==> config.mk <==
export PLATFORM = sky130hd
export DESIGN_NAME = platform_glue
export DESIGN_NICKNAME = d
export VERILOG_FILES = /design/src/rtl/glue_pkg.sv /design/src/rtl/crop_ctrl.sv /design/src/rtl/mouse_decoder.sv /design/src/rtl/mouse_event_buffer.sv /design/src/rtl/mouse_tracker.sv /design/src/rtl/debug_probe.sv /design/src/rtl/platform_glue.sv
export SDC_FILE = /design/constraint.sdc
export NUM_CORES = 1
export LEC_CHECK = 0
export ABC_CLOCK_PERIOD_IN_PS = 3000
export CORE_MARGIN = 2
export CORE_UTILIZATION = 30
export CTS_CLUSTER_SIZE = 16
export DETAILED_ROUTE_END_ITERATION = 8
export DONT_BUFFER_PORTS = 1
export SETUP_SLACK_MARGIN = 0.05
export SKIP_LAST_GASP = 1
export SYNTH_ARGS = -nofsm -noshare
export SYNTH_HDL_FRONTEND = slang
export SYNTH_SLANG_ARGS = --single-unit
==> constraint.sdc <==
create_clock -name clk_sys -period 3 [get_ports clk_sys]
set_input_delay 0.75 -clock clk_sys [delete_from_list [all_inputs] [get_ports clk_sys]]
set_output_delay 0.75 -clock clk_sys [all_outputs]
set_load 0.01 [all_outputs]
==> src/rtl/glue_pkg.sv <==
`default_nettype none

package glue_pkg;

    // OSD status word and crop settings
    typedef logic [63:0]        status_t;
    typedef logic [11:0]        crop_size_t;
    typedef logic signed [4:0]  crop_off_t;

    // Mouse event fields and pointer state
    typedef logic signed [8:0]  mouse_delta_t;
    typedef logic signed [15:0] mouse_pos_t;
    typedef logic [2:0]         mouse_btn_t;
    typedef logic [2:0]         credit_t;

    // Byte shown on target_info
    typedef enum logic [3:0] {
        PROBE_X_LO    = 4'd0,
        PROBE_X_HI    = 4'd1,
        PROBE_Y_LO    = 4'd2,
        PROBE_Y_HI    = 4'd3,
        PROBE_BTN     = 4'd4,
        PROBE_CROP    = 4'd5,
        PROBE_SIZE_LO = 4'd6,
        PROBE_SIZE_HI = 4'd7
    } probe_sel_e;

    // HDMI mode that tolerates vertical crop
    localparam int CROP_HDMI_W = 1920;
    localparam int CROP_HDMI_H = 1080;
    localparam int CROP_LINES  = 216;

    // vcopt values from VCOPT_SPLIT upward move the picture up
    localparam int VCOPT_SPLIT = 6;
    localparam int VCOPT_WRAP  = 24;

    // Event buffer depth, also the decoder's starting credit
    localparam int MOUSE_DEPTH = 4;
    localparam int MOUSE_PTR_W = $clog2(MOUSE_DEPTH);

    // Status word fields
    localparam int ST_FX_LO    = 3;
    localparam int ST_FX_HI    = 5;
    localparam int ST_CROP_EN  = 41;
    localparam int ST_VCOPT_LO = 42;
    localparam int ST_SCALE_LO = 46;

    // Toggles once per new mouse packet
    localparam int PKT_STROBE  = 24;

endpackage

`default_nettype wire

==> src/rtl/crop_ctrl.sv <==
`timescale 1ns/1ps
`default_nettype none

module crop_ctrl (
    input  wire                       clk_sys,
    input  wire                       reset,
    input  wire glue_pkg::status_t    status,
    input  wire [11:0]                hdmi_width,
    input  wire [11:0]                hdmi_height,
    input  wire                       force_scan2x,
    input  wire                       direct_video,
    input  wire [1:0]                 rotate,
    output logic                      crop_ok,
    output glue_pkg::crop_off_t       crop_off,
    output glue_pkg::crop_size_t      crop_size
);
    import glue_pkg::*;

    logic [2:0] fx_level;
    logic [1:0] scale;
    logic [3:0] vcopt;
    logic [4:0] vcopt_x2;
    logic       crop_en;
    logic       mode_ok;

    assign fx_level = status[ST_FX_HI:ST_FX_LO];
    assign scale    = status[ST_SCALE_LO +: 2];
    assign vcopt    = status[ST_VCOPT_LO +: 4];
    assign crop_en  = status[ST_CROP_EN];

    // Offset is in steps of two lines
    assign vcopt_x2 = {vcopt, 1'b0};

    // Only a plain 1080p output with no scan FX or rotation can crop
    assign mode_ok = (hdmi_width == 12'(CROP_HDMI_W)) &&
                     (hdmi_height == 12'(CROP_HDMI_H)) &&
                     (fx_level == 3'd0) &&
                     !force_scan2x &&
                     (scale == 2'd0) &&
                     !direct_video &&
                     !rotate[0];

    always_ff @(posedge clk_sys) begin
        if (reset) begin
            crop_ok   <= 1'b0;
            crop_off  <= '0;
            crop_size <= '0;
        end else begin
            crop_ok <= mode_ok;
            if (vcopt < 4'(VCOPT_SPLIT)) begin
                crop_off <= vcopt_x2;
            end else begin
                // Wraps into the negative half of the 5-bit range
                crop_off <= vcopt_x2 - 5'(VCOPT_WRAP);
            end
            // Uses last cycle's crop_ok, so one cycle behind
            crop_size <= (crop_ok && crop_en) ? crop_size_t'(CROP_LINES) : '0;
        end
    end

endmodule

`default_nettype wire

==> src/rtl/mouse_decoder.sv <==
`timescale 1ns/1ps
`default_nettype none

module mouse_decoder (
    input  wire                       clk_sys,
    input  wire                       reset,
    input  wire [24:0]                ps2_mouse,
    input  wire                       credit_return,
    output logic                      ev_valid,
    output glue_pkg::mouse_delta_t    ev_dx,
    output glue_pkg::mouse_delta_t    ev_dy,
    output glue_pkg::mouse_btn_t      ev_btn,
    output logic                      mouse_overrun
);
    import glue_pkg::*;

    logic       strobe_l;
    logic       new_pkt;
    logic       send;
    logic [7:0] pkt_flags;
    credit_t    credits;

    assign new_pkt   = ps2_mouse[PKT_STROBE] ^ strobe_l;
    assign send      = new_pkt && (credits != '0);
    assign pkt_flags = ps2_mouse[7:0];

    always_ff @(posedge clk_sys) begin
        if (reset) begin
            // Track the strobe so no packet is seen coming out of reset
            strobe_l      <= ps2_mouse[PKT_STROBE];
            ev_valid      <= 1'b0;
            mouse_overrun <= 1'b0;
            credits       <= credit_t'(MOUSE_DEPTH);
        end else begin
            strobe_l <= ps2_mouse[PKT_STROBE];
            ev_valid <= send;
            if (new_pkt && !send) begin
                mouse_overrun <= 1'b1;
            end
            case ({send, credit_return})
                2'b10:   credits <= credits - 1'b1;
                2'b01:   credits <= credits + 1'b1;
                default: credits <= credits;
            endcase
        end
    end

    // Sign bits live in the flag byte
    always_ff @(posedge clk_sys) begin
        if (send) begin
            ev_dx  <= {pkt_flags[4], ps2_mouse[15:8]};
            ev_dy  <= {pkt_flags[5], ps2_mouse[23:16]};
            ev_btn <= pkt_flags[2:0];
        end
    end

    // The buffer must never hand back more credit than was issued
    assert property (@(posedge clk_sys) disable iff (reset)
        credits <= credit_t'(MOUSE_DEPTH))
        else $error("credit count above MOUSE_DEPTH");

endmodule

`default_nettype wire

==> src/rtl/mouse_event_buffer.sv <==
`timescale 1ns/1ps
`default_nettype none

module mouse_event_buffer (
    input  wire                         clk_sys,
    input  wire                         reset,
    input  wire                         ev_valid,
    input  wire glue_pkg::mouse_delta_t ev_dx,
    input  wire glue_pkg::mouse_delta_t ev_dy,
    input  wire glue_pkg::mouse_btn_t   ev_btn,
    input  wire                         ev_pop,
    output logic                        ev_avail,
    output glue_pkg::mouse_delta_t      head_dx,
    output glue_pkg::mouse_delta_t      head_dy,
    output glue_pkg::mouse_btn_t        head_btn,
    output logic                        credit_return
);
    import glue_pkg::*;

    mouse_delta_t           mem_dx  [MOUSE_DEPTH];
    mouse_delta_t           mem_dy  [MOUSE_DEPTH];
    mouse_btn_t             mem_btn [MOUSE_DEPTH];
    logic [MOUSE_PTR_W-1:0] wr_ptr;
    logic [MOUSE_PTR_W-1:0] rd_ptr;
    credit_t                fill;
    logic                   full;

    assign full     = (fill == credit_t'(MOUSE_DEPTH));
    assign ev_avail = (fill != '0);

    // Head of queue, read straight from the array
    assign head_dx  = mem_dx[rd_ptr];
    assign head_dy  = mem_dy[rd_ptr];
    assign head_btn = mem_btn[rd_ptr];

    // Each slot freed goes straight back to the decoder
    assign credit_return = ev_pop;

    always_ff @(posedge clk_sys) begin
        if (reset) begin
            wr_ptr <= '0;
            rd_ptr <= '0;
            fill   <= '0;
        end else begin
            if (ev_valid) begin
                wr_ptr <= wr_ptr + 1'b1;
            end
            if (ev_pop) begin
                rd_ptr <= rd_ptr + 1'b1;
            end
            case ({ev_valid, ev_pop})
                2'b10:   fill <= fill + 1'b1;
                2'b01:   fill <= fill - 1'b1;
                default: fill <= fill;
            endcase
        end
    end

    always_ff @(posedge clk_sys) begin
        if (ev_valid) begin
            mem_dx[wr_ptr]  <= ev_dx;
            mem_dy[wr_ptr]  <= ev_dy;
            mem_btn[wr_ptr] <= ev_btn;
        end
    end

    // Credit accounting in the decoder keeps pushes within depth
    assert property (@(posedge clk_sys) disable iff (reset) ev_valid |-> !full)
        else $error("push into full mouse event FIFO");

    // Tracker only pops what is there
    assert property (@(posedge clk_sys) disable iff (reset) ev_pop |-> ev_avail)
        else $error("pop from empty mouse event FIFO");

endmodule

`default_nettype wire

==> src/rtl/mouse_tracker.sv <==
`timescale 1ns/1ps
`default_nettype none

module mouse_tracker (
    input  wire                         clk_sys,
    input  wire                         reset,
    input  wire                         pause,
    input  wire                         ev_avail,
    input  wire glue_pkg::mouse_delta_t head_dx,
    input  wire glue_pkg::mouse_delta_t head_dy,
    input  wire glue_pkg::mouse_btn_t   head_btn,
    output logic                        ev_pop,
    output glue_pkg::mouse_pos_t        mouse_x,
    output glue_pkg::mouse_pos_t        mouse_y,
    output glue_pkg::mouse_btn_t        mouse_btn
);
    import glue_pkg::*;

    mouse_pos_t step_x;
    mouse_pos_t step_y;

    // Drain one event per cycle unless held off
    assign ev_pop = ev_avail && !pause;

    // Widen the 9-bit deltas keeping their sign
    assign step_x = mouse_pos_t'(head_dx);
    assign step_y = mouse_pos_t'(head_dy);

    always_ff @(posedge clk_sys) begin
        if (reset) begin
            mouse_x   <= '0;
            mouse_y   <= '0;
            mouse_btn <= '0;
        end else if (ev_pop) begin
            // Position wraps at 16 bits
            mouse_x   <= mouse_x + step_x;
            mouse_y   <= mouse_y + step_y;
            mouse_btn <= head_btn;
        end
    end

endmodule

`default_nettype wire

==> src/rtl/debug_probe.sv <==
`timescale 1ns/1ps
`default_nettype none

module debug_probe (
    input  wire                       clk_sys,
    input  wire                       reset,
    input  wire glue_pkg::probe_sel_e probe_sel,
    input  wire glue_pkg::mouse_pos_t mouse_x,
    input  wire glue_pkg::mouse_pos_t mouse_y,
    input  wire glue_pkg::mouse_btn_t mouse_btn,
    input  wire                       mouse_overrun,
    input  wire                       crop_ok,
    input  wire glue_pkg::crop_off_t  crop_off,
    input  wire glue_pkg::crop_size_t crop_size,
    output logic [7:0]                target_info
);
    import glue_pkg::*;

    logic [7:0] probe_byte;

    always_comb begin
        case (probe_sel)
            PROBE_X_LO:    probe_byte = mouse_x[7:0];
            PROBE_X_HI:    probe_byte = mouse_x[15:8];
            PROBE_Y_LO:    probe_byte = mouse_y[7:0];
            PROBE_Y_HI:    probe_byte = mouse_y[15:8];
            PROBE_BTN:     probe_byte = {5'd0, mouse_btn};
            PROBE_CROP:    probe_byte = {crop_ok, 2'd0, crop_off};
            PROBE_SIZE_LO: probe_byte = crop_size[7:0];
            PROBE_SIZE_HI: probe_byte = {mouse_overrun, 3'd0, crop_size[11:8]};
            // Upper half of the selector range reads as zero
            default:       probe_byte = 8'd0;
        endcase
    end

    always_ff @(posedge clk_sys) begin
        if (reset) begin
            target_info <= 8'd0;
        end else begin
            target_info <= probe_byte;
        end
    end

endmodule

`default_nettype wire

==> src/rtl/platform_glue.sv <==
`timescale 1ns/1ps
`default_nettype none

module platform_glue (
    input  wire                       clk_sys,
    input  wire                       reset,
    input  wire glue_pkg::status_t    status,
    input  wire [11:0]                hdmi_width,
    input  wire [11:0]                hdmi_height,
    input  wire                       force_scan2x,
    input  wire                       direct_video,
    input  wire [1:0]                 rotate,
    input  wire [24:0]                ps2_mouse,
    input  wire                       pause,
    input  wire glue_pkg::probe_sel_e probe_sel,
    output wire                       crop_ok,
    output glue_pkg::crop_off_t       crop_off,
    output glue_pkg::crop_size_t      crop_size,
    output glue_pkg::mouse_pos_t      mouse_x,
    output glue_pkg::mouse_pos_t      mouse_y,
    output glue_pkg::mouse_btn_t      mouse_btn,
    output wire                       mouse_overrun,
    output wire [7:0]                 target_info
);
    import glue_pkg::*;

    // Decoder to FIFO
    logic         ev_valid;
    mouse_delta_t ev_dx;
    mouse_delta_t ev_dy;
    mouse_btn_t   ev_btn;
    logic         credit_return;

    // FIFO to tracker
    logic         ev_avail;
    logic         ev_pop;
    mouse_delta_t head_dx;
    mouse_delta_t head_dy;
    mouse_btn_t   head_btn;

    crop_ctrl crop_ctrl_i (
        .clk_sys      (clk_sys),
        .reset        (reset),
        .status       (status),
        .hdmi_width   (hdmi_width),
        .hdmi_height  (hdmi_height),
        .force_scan2x (force_scan2x),
        .direct_video (direct_video),
        .rotate       (rotate),
        .crop_ok      (crop_ok),
        .crop_off     (crop_off),
        .crop_size    (crop_size)
    );

    mouse_decoder mouse_decoder_i (
        .clk_sys       (clk_sys),
        .reset         (reset),
        .ps2_mouse     (ps2_mouse),
        .credit_return (credit_return),
        .ev_valid      (ev_valid),
        .ev_dx         (ev_dx),
        .ev_dy         (ev_dy),
        .ev_btn        (ev_btn),
        .mouse_overrun (mouse_overrun)
    );

    mouse_event_buffer mouse_event_buffer_i (
        .clk_sys       (clk_sys),
        .reset         (reset),
        .ev_valid      (ev_valid),
        .ev_dx         (ev_dx),
        .ev_dy         (ev_dy),
        .ev_btn        (ev_btn),
        .ev_pop        (ev_pop),
        .ev_avail      (ev_avail),
        .head_dx       (head_dx),
        .head_dy       (head_dy),
        .head_btn      (head_btn),
        .credit_return (credit_return)
    );

    mouse_tracker mouse_tracker_i (
        .clk_sys   (clk_sys),
        .reset     (reset),
        .pause     (pause),
        .ev_avail  (ev_avail),
        .head_dx   (head_dx),
        .head_dy   (head_dy),
        .head_btn  (head_btn),
        .ev_pop    (ev_pop),
        .mouse_x   (mouse_x),
        .mouse_y   (mouse_y),
        .mouse_btn (mouse_btn)
    );

    debug_probe debug_probe_i (
        .clk_sys       (clk_sys),
        .reset         (reset),
        .probe_sel     (probe_sel),
        .mouse_x       (mouse_x),
        .mouse_y       (mouse_y),
        .mouse_btn     (mouse_btn),
        .mouse_overrun (mouse_overrun),
        .crop_ok       (crop_ok),
        .crop_off      (crop_off),
        .crop_size     (crop_size),
        .target_info   (target_info)
    );

endmodule

`default_nettype wire

==> flow_summary.ini, run 1 <==
[worst_setup_path]
crit_end = mouse_tracker_i.mouse_x[12]$_SDFFE_PP0P_
path_delay_family = compound AO/OA/AOI/OAI gates
worstPathBufferInverterCount = 1
r2r-end = mouse_tracker_i.mouse_x[12]$_SDFFE_PP0P_
cp-start-kind = flip-flop
reg2regPathDepth = 10
cp_data_required_time_ns = 3.31
r2r_setup_slack_ns = 0.12
crit_type = flip-flop to flip-flop
worstPathArrival_ns = 3.19
slowest_delay_ns = 0.57
crit_chain = mux4_2, ha_4, inv_1, fa_2, nor2b_1, o31a_1, o31a_1, o211ai_1, a2111oi_1, a311o_1
slowest_stage = mux4_2
path_depth = 10
end_kind = flip-flop
crit_path_max_fanout = 5
crit_path_frequent_cell = o31a_1

[cts]
worst_skew_pair.late_latency_ns = 0.44
cts_sinks = 169
cts-root-buf = clkbuf_16
cts_tree = yes
cts_htree_levels = 4
clk_pin_slew_ns = 0.07
cts_buffer_depth = 2
numCtsBuffers = 17

[power_and_ir_drop]
power-per-cell-area_nw_per_um2 = 935
power_mw = 8.67
p_leak_nw = 3.36
ir_worst_vdd_mv = 0.483

[run]
cap_viol_max_count = 0

[global_routing]
grt_pass1_vias = 4848
antenna_found_initial = 0
grt_max_degree = 61
grt-ovfl-total = 0
grt_pass1_wl_mm = 28.3
grt_usage_pct = 13.3

[timing]
clock_skew_ns = 0.0190
holdWs_ns = 0.345
fin_crit_ns = 2.88
maxSlewHeadroom_pct = 54.5
rsz0062_at_grt = true
worst_slew_pin_slew_ns = 0.682
setup_slack_ns = 0.125
finalSetupTns_ns = 0
period_share_pct = 95.8
finalSetupViolations = 0
hold_viol_final = 0
final-max-slew-violation-count = 0
clock.fmax_ghz = 0.348

[synth]
synth_area_leaders = edfxtp_1, dfxtp_1, mux4_2, ha_1, a21oi_1
syn_area_per_cell_um2 = 12.2
synth_edf_count = 105
async_flop_share_pct = 0
ys_seq_area_share_pct = 55.6
synth_top_flop_cell = edfxtp_1
yosysTopAreaCellShare_pct = 39.6
synth_area_um2 = 7970
synth_top_area_cell = edfxtp_1
ys_types = 62
yosysWarnings = 0
syn_inst = 652
synth-seq-cells = 169

[routing]
ant_nets = 0
initialDrtViolationCount = 330
drc = 0
vias = 5165
wl_mm = 18.7
first_pass_iters = 4
viasPerCell = 5.03
wire_per_inst_um = 18.2

[cells_and_area]
area_delta_synth_final_pct = 16.4
design_area_um2 = 9270
n_antenna_cell = 0
mostFrequentLayoutCells = edfxtp_1, dfxtp_1, nand2_1
drive_gt1_share_pct = 16.6
fill_cells = 2500
utilization_pct = 35.6
nNetsFinal = 843
final_cells = 1026
final_common_cell = edfxtp_1

[floorplanning]
die_w_um = 167
die_area_um2 = 27900
die_height_um = 167
io-pin-count = 186
design.core.area_um2 = 26100
rows = 59
start_util_pct = 30.6

[placed_design]
port_buffers = 0
post_dp_cell_area_um2 = 8520
placed_cells = 992
place_congestion = 0.828
dp_slack_ns = -0.0227
dp_hpwl_mm = 13.2

[outcome]
status = finished, final reports clean

[min_path]
hold_class = input pin to flip-flop
==> cell type report <==
type	count	area (um2)	share of cell area [%]
Tap cell	335	419	4.52
Clock buffer	17	425	4.59
Clock inverter	15	216	2.33
Multi-Input combinational cell	428	3350	36.1
Timing Repair Buffer	40	345	3.72
Sequential cell	169	4440	47.9
Inverter	22	82.6	0.891
==> flip-flops by register name, summed over array words and instances (netlist names), named ones only <==
name	flops
crop_ctrl_i.crop_off	4
crop_ctrl_i.crop_ok	1
crop_ctrl_i.crop_size	1
debug_probe_i.target_info	8
mouse_decoder_i.credits	3
mouse_decoder_i.ev_btn	3
mouse_decoder_i.ev_dx	9
mouse_decoder_i.ev_dy	9
mouse_decoder_i.ev_valid	1
mouse_decoder_i.mouse_overrun	1
mouse_decoder_i.strobe_l	1
mouse_event_buffer_i.fill	3
mouse_event_buffer_i.mem_btn	12
mouse_event_buffer_i.mem_dx	36
mouse_event_buffer_i.mem_dy	36
mouse_event_buffer_i.rd_ptr	2
mouse_event_buffer_i.wr_ptr	2
mouse_tracker_i.mouse_btn	3
mouse_tracker_i.mouse_x	16
mouse_tracker_i.mouse_y	16
==> power by group <==
part / switching [mW] / total [mW] / internal (mW)
Sequential: 0.504 / 3.37 / 2.86
Clock: 1.13 / 2.31 / 1.17
Combinational: 1.55 / 2.99 / 1.44
Total: 3.19 / 8.67 / 5.48
==> cells in the mapped netlist (9+ instances only) <==
| cell | count |
|---|---|
| clkbuf_1 | 13 |
| nor2_1 | 33 |
| buf_4 | 12 |
| a21o_1 | 14 |
| and3_1 | 10 |
| mux4_2 | 25 |
| o21ai_0 | 25 |
| dfxtp_1 | 64 |
| edfxtp_1 | 105 |
| inv_1 | 22 |
| nand2_1 | 53 |
| xor2_1 | 13 |
| nand3_1 | 12 |
| nor2b_1 | 9 |
| a31oi_1 | 11 |
| ha_1 | 37 |
| a21oi_1 | 42 |
| xnor2_1 | 9 |
| nor3_1 | 12 |
==> how the worst min path moves through the flow <==
| stage | from | end | slack (ns) | depth (start not counted) |
|---|---|---|---|---|
| 2_1_floorplan | mouse_event_buffer_i.fill[2]$_SDFFE_PP0P_ | mouse_event_buffer_i.fill[2]$_SDFFE_PP0P_ | 0.46 | 2 |
| 3_3_place_gp | mouse_event_buffer_i.fill[2]$_SDFFE_PP0P_ | mouse_event_buffer_i.fill[2]$_SDFFE_PP0P_ | 0.47 | 2 |
| 5_1_grt | ps2_mouse[24] | mouse_decoder_i.strobe_l$_DFF_P_ | 0.31 | 0 |
| 3_5_place_dp | mouse_event_buffer_i.fill[2]$_SDFFE_PP0P_ | mouse_event_buffer_i.fill[2]$_SDFFE_PP0P_ | 0.48 | 2 |
| 6_report | ps2_mouse[24] | mouse_decoder_i.strobe_l$_DFF_P_ | 0.34 | 0 |
| 4_1_cts | ps2_mouse[24] | mouse_decoder_i.strobe_l$_DFF_P_ | 0.32 | 0 |
==> cells by family (layout without fill, tap and decap cells) <==
| logic type | count (synthesis) | in the layout | synth area share (%) |
|---|---|---|---|
| simple gates | 180 | 180 | 11.6 |
| flops | 169 | 169 | 55.6 |
| compound gates | 140 | 140 | 11.4 |
| buf+inv | 63 | 94 | 3.66 |
| fa+ha+maj | 41 | 41 | 6.81 |
| mux | 36 | 36 | 8.49 |
| xor+xnor | 22 | 22 | 2.42 |
| other cells | 1 | 9 | 0.0471 |
==> layer usage <==
metal  share of wire (%)  vias to the layer above  routed length, um  GRT usage [%]
li1                    -                     2502                  -              -
met1                  47                     2485               8720           18.4
met2                  46                      171               8510           20.5
met3                 7.1                        7               1330           4.30
met4                0.57                        0                107           3.04
met5                   0                        -                  0              0
==> timing repair <==
| action | 4_1_cts | 5_1_grt |
|---|---|---|
| pin swaps | 0 | 4 |
| hold buffers | 0 | 0 |
| resized for setup | 1 | 19 |
| endpoints found under the setup margin | 7 | 11 |
| buffers inserted | 1 | 1 |
No activity file was read; power rests on OpenSTA's default activity.
==> run 2, diff against run 1 <==
--- a/config.mk
+++ b/config.mk
@@ -6,11 +6,15 @@
 export NUM_CORES = 1
 export LEC_CHECK = 0
 export ABC_CLOCK_PERIOD_IN_PS = 3000
+export CELL_PAD_IN_SITES_DETAIL_PLACEMENT = 0
+export CELL_PAD_IN_SITES_GLOBAL_PLACEMENT = 2
 export CORE_MARGIN = 2
 export CORE_UTILIZATION = 30
 export CTS_CLUSTER_SIZE = 16
 export DETAILED_ROUTE_END_ITERATION = 8
 export DONT_BUFFER_PORTS = 1
+export HOLD_SLACK_MARGIN = 0.05
+export PLACE_DENSITY_LB_ADDON = 0.1
 export SETUP_SLACK_MARGIN = 0.05
 export SKIP_LAST_GASP = 1
 export SYNTH_ARGS = -nofsm -noshare
==> constraint.sdc (replaced) <==
create_clock -name clk_sys -period 3 [get_ports clk_sys]
set_input_delay 0 -clock clk_sys [delete_from_list [all_inputs] [get_ports clk_sys]]
set_output_delay 0 -clock clk_sys [all_outputs]
set_load 0.01 [all_outputs]
==> flow_summary.ini, run 2 (synthesis results as in run 1) <==
[outcome]
status = finished, final reports clean

[floorplanning]
start_util_pct = 30.6
rows = 59
die_w_um = 167
die_area_um2 = 27900
design.core.area_um2 = 26100
io-pin-count = 186
die_height_um = 167

[timing]
holdWs_ns = 0.0854
finalSetupViolations = 0
clock_skew_ns = 0.0161
period_share_pct = 96.3
hold_viol_final = 0
maxSlewHeadroom_pct = 43.6
fin_crit_ns = 2.89
finalSetupTns_ns = 0
worst_slew_pin_slew_ns = 0.845
clock.fmax_ghz = 0.346
setup_slack_ns = 0.110
final-max-slew-violation-count = 0
rsz0062_at_grt = true

[cts]
cts_sinks = 169
worst_skew_pair.late_latency_ns = 0.43
numCtsBuffers = 17
clk_pin_slew_ns = 0.08
cts_buffer_depth = 2
cts_tree = yes
cts_htree_levels = 4
cts-root-buf = clkbuf_16

[min_path]
hold_class = input pin to flip-flop
holdPathStages = 4
hp-start = probe_sel[0]
hold_end = debug_probe_i.target_info[3]$_SDFF_PP0_

[power_and_ir_drop]
clockPowerShare_pct = 25.8
power-per-cell-area_nw_per_um2 = 906
p_comb_share_pct = 37.1
power_frac_seq_pct = 37.2
power_mw = 8.95
ir_worst_vdd_mv = 0.346
power.switching_mw = 3.35
p_leak_nw = 3.62
p_sw_share_pct = 37.4
p_int_mw = 5.60

[routing]
wl_mm = 21.5
wire_per_inst_um = 19.9
viasPerCell = 5.04
vias = 5468
initialDrtViolationCount = 308
ant_nets = 0
drc = 0
first_pass_iters = 4

[global_routing]
top_usage_layer = met2
grt_use_met2_pct = 26.4
met1_usage_pct = 20.0
grt_pass1_wl_mm = 32.8
grt-ovfl-total = 0
grt_max_degree = 60
gr-usage-met3_pct = 3.35
grt_pass1_vias = 5603
grt_usage_pct = 15.5
antenna_found_initial = 0

[cells_and_area]
multi_input_comb_area_um2 = 3410
reg_top3 = mouse_event_buffer_i.mem_dx (36), mouse_event_buffer_i.mem_dy (36)
nNetsFinal = 901
final_common_cell = edfxtp_1
mostFrequentLayoutCells = edfxtp_1, dfxtp_1, buf_4
drive_gt1_share_pct = 19.1
n_antenna_cell = 0
seq_area_um2 = 4440
fill_cells = 2509
area_delta_synth_final_pct = 23.9

[worst_setup_path]
reg2regPathDepth = 10
cp_data_required_time_ns = 3.37
r2r-end = mouse_tracker_i.mouse_y[15]$_SDFFE_PP0P_
crit_path_max_fanout = 6
worstPathArrival_ns = 3.26
end_kind = flip-flop
cp-start-kind = flip-flop
crit_type = flip-flop to flip-flop
r2r_setup_slack_ns = 0.11

[placed_design]
dp_hpwl_mm = 14.5
dp_slack_ns = -0.0195
place_congestion = 0.777
port_buffers = 0

[run]
cap_viol_max_count = 0
[run 2: changes by cell type in the layout (fill, tap and decap cells not counted), moves of 3 or more]
cell	before	now
buf_4	36	55
ha_1	33	27
inv_12	6	3
ha_2	0	5
dlygate4sd3_1	0	40
[run 2: power by group through the flow]
stage | logic, mW | registers [mW] | clock network (mW)
floorplan | 2.11 | 3.19 | 0
global placement | 3.05 | 3.36 | 0
detailed placement | 3.08 | 3.38 | 0
CTS | 3.18 | 3.33 | 2.38
global route | 3.70 | 3.38 | 2.48
finish | 3.32 | 3.33 | 2.30
[run 2: metrics by stage]
step | util (%) | area, um2 | instances
5_1_grt | 37.9 | 9870 | 1084
2_1_floorplan | - | 8000 | 660
3_3_place_gp | 33.1 | 8630 | 1008
4_1_cts | 37.2 | 9710 | 1081
3_5_place_dp | 33.1 | 8630 | 1008
6_report | 37.9 | 9870 | 1084
[run 2: layer usage]
layer  wire length [um]  part of all wire (%)  vias to the layer above
met3                934                   4.3                       13
met1               9760                    45                     2709
met2              10600                    49                      125
met4                235                   1.1                        0
li1                   -                     -                     2621
met5                  0                     0                        -
[run 2: critical path: stages (launching register included)]
cell	delay, ns
dfxtp_4	0.40
buf_12	0.13
buf_4	0.12
mux4_2	0.55
ha_4	0.31
o211ai_1	0.11
o211ai_1	0.35
nand4_1	0.21
and4_1	0.23
or3_1	0.32
a21oi_2	0.11
[run 2: cell type report]
type	count	area share (%)
multi-input cells	428	34.5
well taps	335	4.25
repair buffers	98	8.97
clock inverters	15	2.12
inverters	22	0.837
flip-flops and latches	169	45.0
clock buffers	17	4.31
[run 2: worst max-delay path by stage]
stage	endpoint	cells after the start	slack (ns)
after floorplan	mouse_tracker_i.mouse_y[12]$_SDFFE_PP0P_	12	0.11
after global placement	mouse_tracker_i.mouse_y[12]$_SDFFE_PP0P_	11	-0.02
after detailed placement	mouse_tracker_i.mouse_y[12]$_SDFFE_PP0P_	11	-0.02
after CTS	mouse_tracker_i.mouse_x[14]$_SDFFE_PP0P_	10	0.07
after global routing	mouse_tracker_i.mouse_y[15]$_SDFFE_PP0P_	10	-0.04
final	mouse_tracker_i.mouse_y[15]$_SDFFE_PP0P_	10	0.11
[run 2: what timing repair did]
item,in CTS,in global routing
endpoints found under the setup margin,5,10
hold endpoints to repair,81,0
gates resized for setup,5,21
setup buffers,0,2
cloned,0,1
hold buffers,41,0
pin swaps,0,9
